==> src/cpuPkg.sv <==
`default_nettype none

package cpuPkg;

    localparam int xlen    = 32;
    localparam int numRegs = 32;
    localparam int regIdxW = $clog2(numRegs);
    localparam int shamtW  = $clog2(xlen);

    localparam logic [xlen-1:0] resetPc = '0;  // First fetch address.

    // ##################################################
    // Major opcodes of the supported subset
    localparam logic [6:0] opcReg    = 7'b0110011;
    localparam logic [6:0] opcImm    = 7'b0010011;
    localparam logic [6:0] opcLoad   = 7'b0000011;
    localparam logic [6:0] opcStore  = 7'b0100011;
    localparam logic [6:0] opcBranch = 7'b1100011;
    localparam logic [6:0] opcJal    = 7'b1101111;

    typedef enum logic [3:0] {
        fetchReq,
        fetchRelease,
        decode,
        aluStart,
        aluWait,
        wbJump,
        memReq,
        memRelease,
        wbDefault
    } ctrlState_t;

    typedef enum logic [2:0] {add, sub, andOp, orOp, sll, srl} aluOp_t;

    typedef enum logic [2:0] {
        regOp,
        immOp,
        load,
        store,
        branchEq,
        branchNe,
        jal
    } instrClass_t;

endpackage

`default_nettype wire
==> src/cpuCore.sv <==
`default_nettype none
`timescale 1ns/1ps

module cpuCore import cpuPkg::*; (
    input  logic            Clock,
    input  logic            rstN,
    output logic            instrReq,
    output logic [xlen-1:0] instrAddr,
    input  logic            instrAck,
    input  logic [xlen-1:0] instrData,
    output logic            dataReq,
    output logic            dataWe,
    output logic [xlen-1:0] dataAddr,
    output logic [xlen-1:0] dataWdata,
    input  logic            dataAck,
    input  logic [xlen-1:0] dataRdata
);

    logic               irLoad;
    logic               pcUpdate;
    logic               startAlu;
    logic               regWe;
    logic               takeBranch;
    logic               memToReg;
    logic [xlen-1:0]    pc;
    logic [xlen-1:0]    instr;
    logic [xlen-1:0]    pcPlus4;
    logic [regIdxW-1:0] rs1;
    logic [regIdxW-1:0] rs2;
    logic [regIdxW-1:0] rd;
    logic [xlen-1:0]    imm;
    aluOp_t             aluOp;
    instrClass_t        instrClass;
    logic               useImm;
    logic [xlen-1:0]    rdata1;
    logic [xlen-1:0]    rdata2;
    logic [xlen-1:0]    aluB;
    logic [xlen-1:0]    result;
    logic               aluDone;
    logic               aluZero;
    logic [xlen-1:0]    wbData;

    // ##################################################
    // Operand and writeback paths
    assign aluB   = useImm ? imm : rdata2;
    assign wbData = memToReg ? dataRdata : (instrClass == jal) ? pcPlus4 : result;

    assign instrAddr = pc;
    assign dataAddr  = result;  // Effective address.
    assign dataWdata = rdata2;

    controlFsm uControl (
        .Clock      (Clock),
        .rstN       (rstN),
        .instrAck   (instrAck),
        .dataAck    (dataAck),
        .instrClass (instrClass),
        .aluDone    (aluDone),
        .aluZero    (aluZero),
        .instrReq   (instrReq),
        .irLoad     (irLoad),
        .aluStart   (startAlu),
        .regWe      (regWe),
        .pcUpdate   (pcUpdate),
        .takeBranch (takeBranch),
        .dataReq    (dataReq),
        .dataWe     (dataWe),
        .memToReg   (memToReg)
    );

    fetchUnit uFetch (
        .Clock      (Clock),
        .rstN       (rstN),
        .irLoad     (irLoad),
        .pcUpdate   (pcUpdate),
        .takeBranch (takeBranch),
        .instrData  (instrData),
        .imm        (imm),
        .pc         (pc),
        .instr      (instr),
        .pcPlus4    (pcPlus4)
    );

    instrDecoder uDecode (
        .instr      (instr),
        .rs1        (rs1),
        .rs2        (rs2),
        .rd         (rd),
        .imm        (imm),
        .aluOp      (aluOp),
        .instrClass (instrClass),
        .useImm     (useImm)
    );

    regFile uRegs (
        .Clock  (Clock),
        .rstN   (rstN),
        .we     (regWe),
        .rs1    (rs1),
        .rs2    (rs2),
        .rd     (rd),
        .wdata  (wbData),
        .rdata1 (rdata1),
        .rdata2 (rdata2)
    );

    serialAlu uAlu (
        .Clock  (Clock),
        .rstN   (rstN),
        .start  (startAlu),
        .op     (aluOp),
        .a      (rdata1),
        .b      (aluB),
        .result (result),
        .done   (aluDone),
        .zero   (aluZero)
    );

endmodule

`default_nettype wire

==> src/serialAlu.sv <==
`default_nettype none
`timescale 1ns/1ps

module serialAlu import cpuPkg::*; (
    input  logic            Clock,
    input  logic            rstN,
    input  logic            start,
    input  aluOp_t          op,
    input  logic [xlen-1:0] a,
    input  logic [xlen-1:0] b,
    output logic [xlen-1:0] result,
    output logic            done,
    output logic            zero
);

    logic              busy;
    logic              shiftLeft;
    logic [shamtW-1:0] count;
    logic              isShift;
    logic              pending;

    assign isShift = (op == sll) || (op == srl);
    assign zero    = (result == '0);

    // ##################################################
    // Sequencing of the shift counter
    always_ff @(posedge Clock or negedge rstN) begin
        if (!rstN) begin
            busy      <= 1'b0;
            shiftLeft <= 1'b0;
            count     <= '0;
            done      <= 1'b0;
        end else begin
            done <= 1'b0;
            if (start) begin
                shiftLeft <= (op == sll);
                count     <= b[shamtW-1:0];
                busy      <= isShift && (b[shamtW-1:0] != '0);
                done      <= !isShift || (b[shamtW-1:0] == '0);  // Zero amount is immediate.
            end else if (busy) begin
                count <= count - 1'b1;
                if (count == shamtW'(1)) begin
                    busy <= 1'b0;
                    done <= 1'b1;
                end
            end
        end
    end

    // One bit per cycle.
    always_ff @(posedge Clock) begin
        if (start) begin
            case (op)
                add:     result <= a + b;
                sub:     result <= a - b;
                andOp:   result <= a & b;
                orOp:    result <= a | b;
                default: result <= a;  // Shift operand.
            endcase
        end else if (busy) begin
            result <= shiftLeft ? {result[xlen-2:0], 1'b0} : {1'b0, result[xlen-1:1]};
        end
    end

    // Open operation, set by start and closed once done was seen.
    always_ff @(posedge Clock or negedge rstN) begin
        if (!rstN)
            pending <= 1'b0;
        else if (start)
            pending <= 1'b1;
        else if (done)
            pending <= 1'b0;
    end

    doneAfterStart: assert property (@(posedge Clock) disable iff (!rstN)
        done |-> pending);

endmodule

`default_nettype wire

==> src/regFile.sv <==
`default_nettype none
`timescale 1ns/1ps

module regFile import cpuPkg::*; (
    input  logic               Clock,
    input  logic               rstN,
    input  logic               we,
    input  logic [regIdxW-1:0] rs1,
    input  logic [regIdxW-1:0] rs2,
    input  logic [regIdxW-1:0] rd,
    input  logic [xlen-1:0]    wdata,
    output logic [xlen-1:0]    rdata1,
    output logic [xlen-1:0]    rdata2
);

    logic [xlen-1:0] regs [numRegs];

    always_ff @(posedge Clock or negedge rstN) begin
        if (!rstN) begin
            for (int i = 0; i < numRegs; i++)
                regs[i] <= '0;
        end else if (we && rd != '0) begin
            regs[rd] <= wdata;  // x0 is never written.
        end
    end

    assign rdata1 = regs[rs1];
    assign rdata2 = regs[rs2];

    x0ReadsZero: assert property (@(posedge Clock) disable iff (!rstN)
        (rs1 == '0 -> rdata1 == '0) && (rs2 == '0 -> rdata2 == '0));

endmodule

`default_nettype wire

==> src/instrDecoder.sv <==
`default_nettype none
`timescale 1ns/1ps

module instrDecoder import cpuPkg::*; (
    input  logic [xlen-1:0]    instr,
    output logic [regIdxW-1:0] rs1,
    output logic [regIdxW-1:0] rs2,
    output logic [regIdxW-1:0] rd,
    output logic [xlen-1:0]    imm,
    output aluOp_t             aluOp,
    output instrClass_t        instrClass,
    output logic               useImm
);

    logic [6:0]      opcode;
    logic [2:0]      funct3;
    logic [xlen-1:0] immI;
    logic [xlen-1:0] immS;
    logic [xlen-1:0] immB;
    logic [xlen-1:0] immJ;
    logic            legal;

    assign opcode = instr[6:0];
    assign funct3 = instr[14:12];
    assign rs1    = instr[19:15];
    assign rs2    = instr[24:20];

    assign immI = {{20{instr[31]}}, instr[31:20]};
    assign immS = {{20{instr[31]}}, instr[31:25], instr[11:7]};
    assign immB = {{19{instr[31]}}, instr[31], instr[7], instr[30:25], instr[11:8], 1'b0};
    assign immJ = {{11{instr[31]}}, instr[31], instr[19:12], instr[20], instr[30:21], 1'b0};

    always_comb begin
        instrClass = immOp;  // Unknown encodings become x0 = x0 + 0.
        aluOp      = add;
        imm        = '0;
        legal      = 1'b1;
        case (opcode)
            opcReg: begin
                instrClass = regOp;
                case (funct3)
                    3'b000:  aluOp = instr[30] ? sub : add;
                    3'b001:  aluOp = sll;
                    3'b101:  aluOp = srl;
                    3'b110:  aluOp = orOp;
                    3'b111:  aluOp = andOp;
                    default: legal = 1'b0;
                endcase
            end
            opcImm: begin
                imm   = immI;
                legal = (funct3 == 3'b000);  // ADDI only.
            end
            opcLoad: begin
                instrClass = load;
                imm        = immI;
                legal      = (funct3 == 3'b010);
            end
            opcStore: begin
                instrClass = store;
                imm        = immS;
                legal      = (funct3 == 3'b010);
            end
            opcBranch: begin
                aluOp = sub;  // Equality through the zero flag.
                imm   = immB;
                case (funct3)
                    3'b000:  instrClass = branchEq;
                    3'b001:  instrClass = branchNe;
                    default: legal = 1'b0;
                endcase
            end
            opcJal: begin
                instrClass = jal;
                imm        = immJ;
            end
            default: legal = 1'b0;
        endcase
        if (!legal) begin
            instrClass = immOp;
            aluOp      = add;
            imm        = '0;
        end
        rd = legal ? instr[11:7] : '0;
    end

    assign useImm = (instrClass == immOp) || (instrClass == load) || (instrClass == store);

endmodule

`default_nettype wire

==> src/fetchUnit.sv <==
`default_nettype none
`timescale 1ns/1ps

module fetchUnit import cpuPkg::*; (
    input  logic            Clock,
    input  logic            rstN,
    input  logic            irLoad,
    input  logic            pcUpdate,
    input  logic            takeBranch,
    input  logic [xlen-1:0] instrData,
    input  logic [xlen-1:0] imm,
    output logic [xlen-1:0] pc,
    output logic [xlen-1:0] instr,
    output logic [xlen-1:0] pcPlus4
);

    logic [xlen-1:0] nextPc;

    assign pcPlus4 = pc + xlen'(4);
    assign nextPc  = takeBranch ? pc + imm : pcPlus4;  // PC-relative target.

    always_ff @(posedge Clock or negedge rstN) begin
        if (!rstN) begin
            pc    <= resetPc;
            instr <= '0;  // Decodes as a no-op.
        end else begin
            if (pcUpdate)
                pc <= nextPc;
            if (irLoad)
                instr <= instrData;
        end
    end

endmodule

`default_nettype wire

==> src/controlFsm.sv <==
`default_nettype none
`timescale 1ns/1ps

module controlFsm import cpuPkg::*; (
    input  logic        Clock,
    input  logic        rstN,
    input  logic        instrAck,
    input  logic        dataAck,
    input  instrClass_t instrClass,
    input  logic        aluDone,
    input  logic        aluZero,
    output logic        instrReq,
    output logic        irLoad,
    output logic        aluStart,
    output logic        regWe,
    output logic        pcUpdate,
    output logic        takeBranch,
    output logic        dataReq,
    output logic        dataWe,
    output logic        memToReg
);

    ctrlState_t state;
    ctrlState_t nextState;
    logic       isJump;
    logic       isMem;

    assign isJump = (instrClass == branchEq) || (instrClass == branchNe) || (instrClass == jal);
    assign isMem  = (instrClass == load) || (instrClass == store);

    // ##################################################
    // Sequencing
    always_comb begin
        nextState = state;
        case (state)
            fetchReq:
                if (instrAck)
                    nextState = fetchRelease;
            fetchRelease:
                if (!instrAck)
                    nextState = decode;
            decode:
                nextState = cpuPkg::aluStart;
            cpuPkg::aluStart:
                nextState = aluWait;
            aluWait:
                if (aluDone) begin
                    if (isJump)
                        nextState = wbJump;
                    else if (isMem)
                        nextState = memReq;
                    else
                        nextState = wbDefault;
                end
            memReq:
                if (dataAck)
                    nextState = memRelease;
            memRelease:
                if (!dataAck)
                    nextState = (instrClass == load) ? wbDefault : fetchReq;
            wbJump,
            wbDefault:
                nextState = fetchReq;
            default:
                nextState = fetchReq;
        endcase
    end

    // Registered so the port stays low in the first cycle out of reset.
    always_ff @(posedge Clock or negedge rstN) begin
        if (!rstN) begin
            state    <= fetchReq;
            instrReq <= 1'b0;
        end else begin
            state    <= nextState;
            instrReq <= (nextState == fetchReq);
        end
    end

    // ##################################################
    // Outputs
    assign irLoad   = instrReq && instrAck;  // Capture on ack.
    assign aluStart = (state == cpuPkg::aluStart);
    assign dataReq  = (state == memReq);
    assign dataWe   = dataReq && (instrClass == store);
    assign memToReg = dataReq;

    // Link write during the ALU phase, load data on ack.
    assign regWe = ((state == cpuPkg::aluStart || state == aluWait) && instrClass == jal)
                || (dataReq && dataAck && instrClass == load)
                || (state == wbDefault && instrClass != load);

    assign pcUpdate = (state == wbJump) || (state == wbDefault)
                   || (state == memRelease && !dataAck && instrClass == store);

    assign takeBranch = (instrClass == jal)
                     || (instrClass == branchEq && aluZero)
                     || (instrClass == branchNe && !aluZero);

    // ##################################################
    // Checks
    instrReqHeld: assert property (@(posedge Clock) disable iff (!rstN)
        $fell(instrReq) |-> $past(instrAck));

    dataReqHeld: assert property (@(posedge Clock) disable iff (!rstN)
        $fell(dataReq) |-> $past(dataAck));

    noWriteClash: assert property (@(posedge Clock) disable iff (!rstN)
        !(regWe && dataWe));

endmodule

`default_nettype wire

==> config.mk <==
export PLATFORM = sky130hd
export DESIGN_NAME = cpuCore
export DESIGN_NICKNAME = d
export VERILOG_FILES = /design/src/cpuPkg.sv /design/src/cpuCore.sv /design/src/serialAlu.sv /design/src/regFile.sv /design/src/instrDecoder.sv /design/src/fetchUnit.sv /design/src/controlFsm.sv
export SDC_FILE = /design/constraint.sdc
export NUM_CORES = 2
export LEC_CHECK = 0
export BUFFER_PORTS_ARGS = -buffer_cell sky130_fd_sc_hd__clkbuf_2
export CORE_ASPECT_RATIO = 0.8
export CORE_UTILIZATION = 65
export CTS_BUF_LIST = sky130_fd_sc_hd__clkbuf_4 sky130_fd_sc_hd__clkbuf_8
export CTS_CLUSTER_SIZE = 40
export DETAILED_ROUTE_END_ITERATION = 6
export PLACE_DENSITY_LB_ADDON = 0.1
export SLEW_MARGIN = 5
export SYNTH_ARGS = -nofsm -noshare
export SYNTH_HDL_FRONTEND = slang
export SYNTH_SLANG_ARGS = --single-unit
==> constraint.sdc <==
create_clock -name Clock -period 7.7 [get_ports Clock]
set_input_delay 0.385 -clock Clock [delete_from_list [all_inputs] [get_ports Clock]]
set_output_delay 0.385 -clock Clock [all_outputs]
set_load 0.05 [all_outputs]
==> results by stage <==
Finish:
- The share of cells above drive strength 1 is 21.2%.
- The total number of nets in the final design is 6180.
- Leaving out fill and tap cells, the most frequent cells in the layout are 1090 x sky130_fd_sc_hd__dfrtp_1, 906 x sky130_fd_sc_hd__nand2_1, 820 x sky130_fd_sc_hd__o21ai_0.
- Leaving out fill and tap cells, the most frequent cell in the layout is sky130_fd_sc_hd__dfrtp_1.
- The final cell count without fillers is 7485.
- The layout overhead on the synthesized area is 9.57%.

Place:
- The count of buffers inserted at the top-level ports is 166.
- The number of placed cells counting well taps is 7104.
- At the end of routability-driven placement, the weighted congestion stood at 1.01.
- The estimated wirelength of the detail-placed design is 133000 µm.

Synthesis:
- Of the total synthesized cell area, the portion taken by AND, OR, NAND and NOR gates is 10.8%.
- A synthesized cell averages 10.6 µm².
- In the synthesized netlist, mux cells make up 22.7% of the area.
- For this run, asynchronously set or reset flops after synthesis account for 97.2%.
- Summing the areas of all compound-gate instances in the mapped netlist gives 14.4% of the synthesized area.
- After synthesis, the largest family of logic cells by area is multiplexers.
- The post-synthesis instance area is 64200 µm².
- Among all flip-flop cells after synthesis, the most frequent one is sky130_fd_sc_hd__dfrtp_1.
- In this run, synthesis produced a sequential element count of 1133.
- The unique cell type count in the Yosys netlist is 89.
- The number of warnings reported in the yosys synthesis log is 0.
- The number of enable-type register cells in the synthesized netlist is 32.
- Of the total synthesized cell area, the portion taken by XOR and XNOR cells is 1.53%.
- The synthesized net count is 6230.
- The synthesized netlist devotes 1.96% of its cell area to adder and majority cells.
- After technology mapping, the gate count stands at 6085.
- The sequential share of the synthesized area is 44.4%.

GRT:
- The global-route congestion overflow total is 0.
- The number of antenna violations at the first check in global routing is 3.
- The via count of the first global-routing pass is 50800.
- The global-route usage over all layers is 43.8%.
- The first global-routing pass estimated 325000 µm of wire.
- Entering global routing, the biggest net connects 151 pins.

Worst setup path:
- The maximum fanout along the worst path is 45.
- For this design, the slowest cell found on the critical path is sky130_fd_sc_hd__dfrtp_4.
- Data on the critical path arrives at its endpoint at 7.77 ns.
- STA classifies the critical path startpoint as a register.
- The critical path capture point type is a register.
- The category of the most critical setup path is reg -> reg.
- On the worst path, the slowest cell contributes a delay of 0.96 ns.
- The data required time at the worst endpoint is 8.34 ns.
- Among the stages of the critical path, the cell type that occurs most often is sky130_fd_sc_hd__o21ai_0.
- Across all register-to-register paths, the minimum setup slack is 0.57 ns.

CTS:
- Clock-pin slew was measured on the worst setup and hold paths at 0.07 ns.
- The clock insertion delay at the later pin of the skew report is 0.93 ns.
- The deepest clock path buffer count is 3.
- The H-tree depth is 4.
- Buffers inserted during clock tree synthesis total 179.
- Counting every sink on the clock net gives 1133.
- The clock root buffer is sky130_fd_sc_hd__clkbuf_8.
- The CTS tree is done.
- The buffer count from post-CTS setup fixing is 0.

STA:
- Setup repair after global routing left no endpoint under its margin.
- After routing, the total negative slack on setup checks comes to 0 ns.
- The number of pins exceeding their max-slew limit in the final report is 0.
- The max-slew headroom at the worst pin is 13.3%.
- The minimum clock period is 7.13 ns.
- Timing would allow up to 0.140 GHz.
- Setup violations remaining at the end of the flow were counted as 0.
- The actual slew at the worst max-slew pin is 1.30 ns.
- The clock arrives with 0.0654 ns of skew.
- Of the available clock period, the critical path in the final layout requires 92.6%.
- The hold violation total from the final report is 0.

Detailed routing:
- The number of DRC violations after detailed routing is 0.
- The final layout contains routed wiring with a total length of 218000 µm.
- The first detailed-routing pass took 6 iterations.
- The total via count after detailed routing is 52700.
- The number of vias per cell after detailed routing is 7.04.
- The first routing iteration left 7341 violations.
- The average routed wire per standard cell is 29.1 µm.
- The post-route antenna net violation count is 0.

Status:
- The run finished with clean final reports.

Run:
- The number of maximum-capacitance violations is 0.

Floorplanning:
- The total area inside the core boundary comes to 97400 µm².
- Row generation in the floorplan step produced 102 rows.
- The initial utilization of the core area, before any placement, comes to 65.9%.
- The die is 353 µm wide.
- The overall die area is 100000 µm².
- 167 I/O pins were placed.
- The die height is 283 µm.

Power:
- The static leakage is 30.5 nW.
- The maximum vdd drop is 409 µV.
- The power per standard cell area is 285 nW/µm².

Worst hold path:
- The worst min-delay path category is in -> async.
-- logic make-up after synthesis --
group / count (synthesis)
AOI/OAI and AO/OA: 1648
and+or+nand+nor: 1622
DFF: 1133
muxes: 836
buffers and inverters: 629
xor gates and xnor gates: 112
adders and majority gates: 105
-- power by group --
part           total, mW  switching (mW)  internal [mW]
registers           6.89           0.741           6.15
logic               7.41            4.91           2.50
clock network       5.73            2.62           3.10
total               20.0            8.27           11.8
-- through the flow --
step	total power, mW	setup slack [ns]	cell area, µm²	utilization [%]	hold slack [ns]
6_report	20.0	0.572	70300	72.2	0.0709
5_1_grt	20.5	0.229	70300	72.2	0.0636
4_1_cts	19.8	0.773	70300	72.2	0.00766
3_5_place_dp	14.1	0.817	65900	67.6	0.385
3_3_place_gp	14.1	0.895	65900	67.6	0.379
2_1_floorplan	11.7	1.11	64200	-	0.0894
-- worst max-delay path: cells and delay by family (launching register included) --
| family | cells | cell delay (ns) |
|---|---|---|
| xor+xnor | 2 | 0.34 |
| buf+inv | 1 | 0.41 |
| fa+ha+maj | 2 | 0.66 |
| mux | 1 | 0.25 |
| simple gates | 2 | 0.73 |
| compound gates | 17 | 3.41 |
| flops | 1 | 0.96 |
-- registers in the layout, indices dropped and copies added, names as in the netlist --
signal,count
uAlu.shiftLeft,1
uAlu.busy,1
uAlu.count,5
uFetch.instr,32
uAlu.result,32
uControl.state,4
uFetch.pc,32
uAlu.done,1
uControl.instrReq,1
uRegs.regs,1024
-- synthesized netlist by cell type, drive strengths merged, types with 71 or more instances --
library cell  instances  area [µm²]
a21oi               391        1960
a22oi               103         773
buf                 151         872
clkbuf              432        1630
dfrtp              1101       27600
ha                   75         938
mux2                 83         935
mux2i               266        2660
mux4                487       11000
nand2               926        3480
nand3                71         360
nor2                359        1350
o21ai               884        4420
xnor2                71         622
-- cell type report --
| cell class | count | area [µm²] |
|---|---|---|
| multi-input cells | 4323 | 33500 |
| flip-flops and latches | 1133 | 28500 |
| fillers | 7005 | 27000 |
| clock buffers | 286 | 3530 |
| repair buffers | 352 | 2550 |
| well taps | 1300 | 1630 |
| clock inverters | 42 | 448 |
| inverters | 46 | 173 |
| diodes | 3 | 7.51 |
-- final timing paths --
kind | start | endpoint | cells past startpoint
worst min register to register | uRegs.regs[1017] | uRegs.regs[1017] | 0
worst min-delay path | rstN | uFetch.pc[29] | 2
min in group Clock | dataRdata[28] | uRegs.regs[764] | 3
worst max-delay path | uFetch.instr[20] | uAlu.result[31] | 25
worst max register to register | uFetch.instr[20] | uAlu.result[31] | 25
max in group asynchronous | rstN | uRegs.regs[753] | 4
-- timing repair --
action	in CTS	in global routing
hold endpoints to repair	291	0
hold buffers	50	0
gates resized for setup	0	0
-- per-layer routing --
layer	GRT usage [%]	share of wire [%]	up-vias	routed length [µm]
met2	63.4	44	3640	95000
met4	22.1	5.5	2	11900
met1	60.7	38	26100	82200
met5	0	0.0060	-	13
li1	-	-	22200	-
met3	13.0	13	773	28800
(Power assumes the default switching activity.)
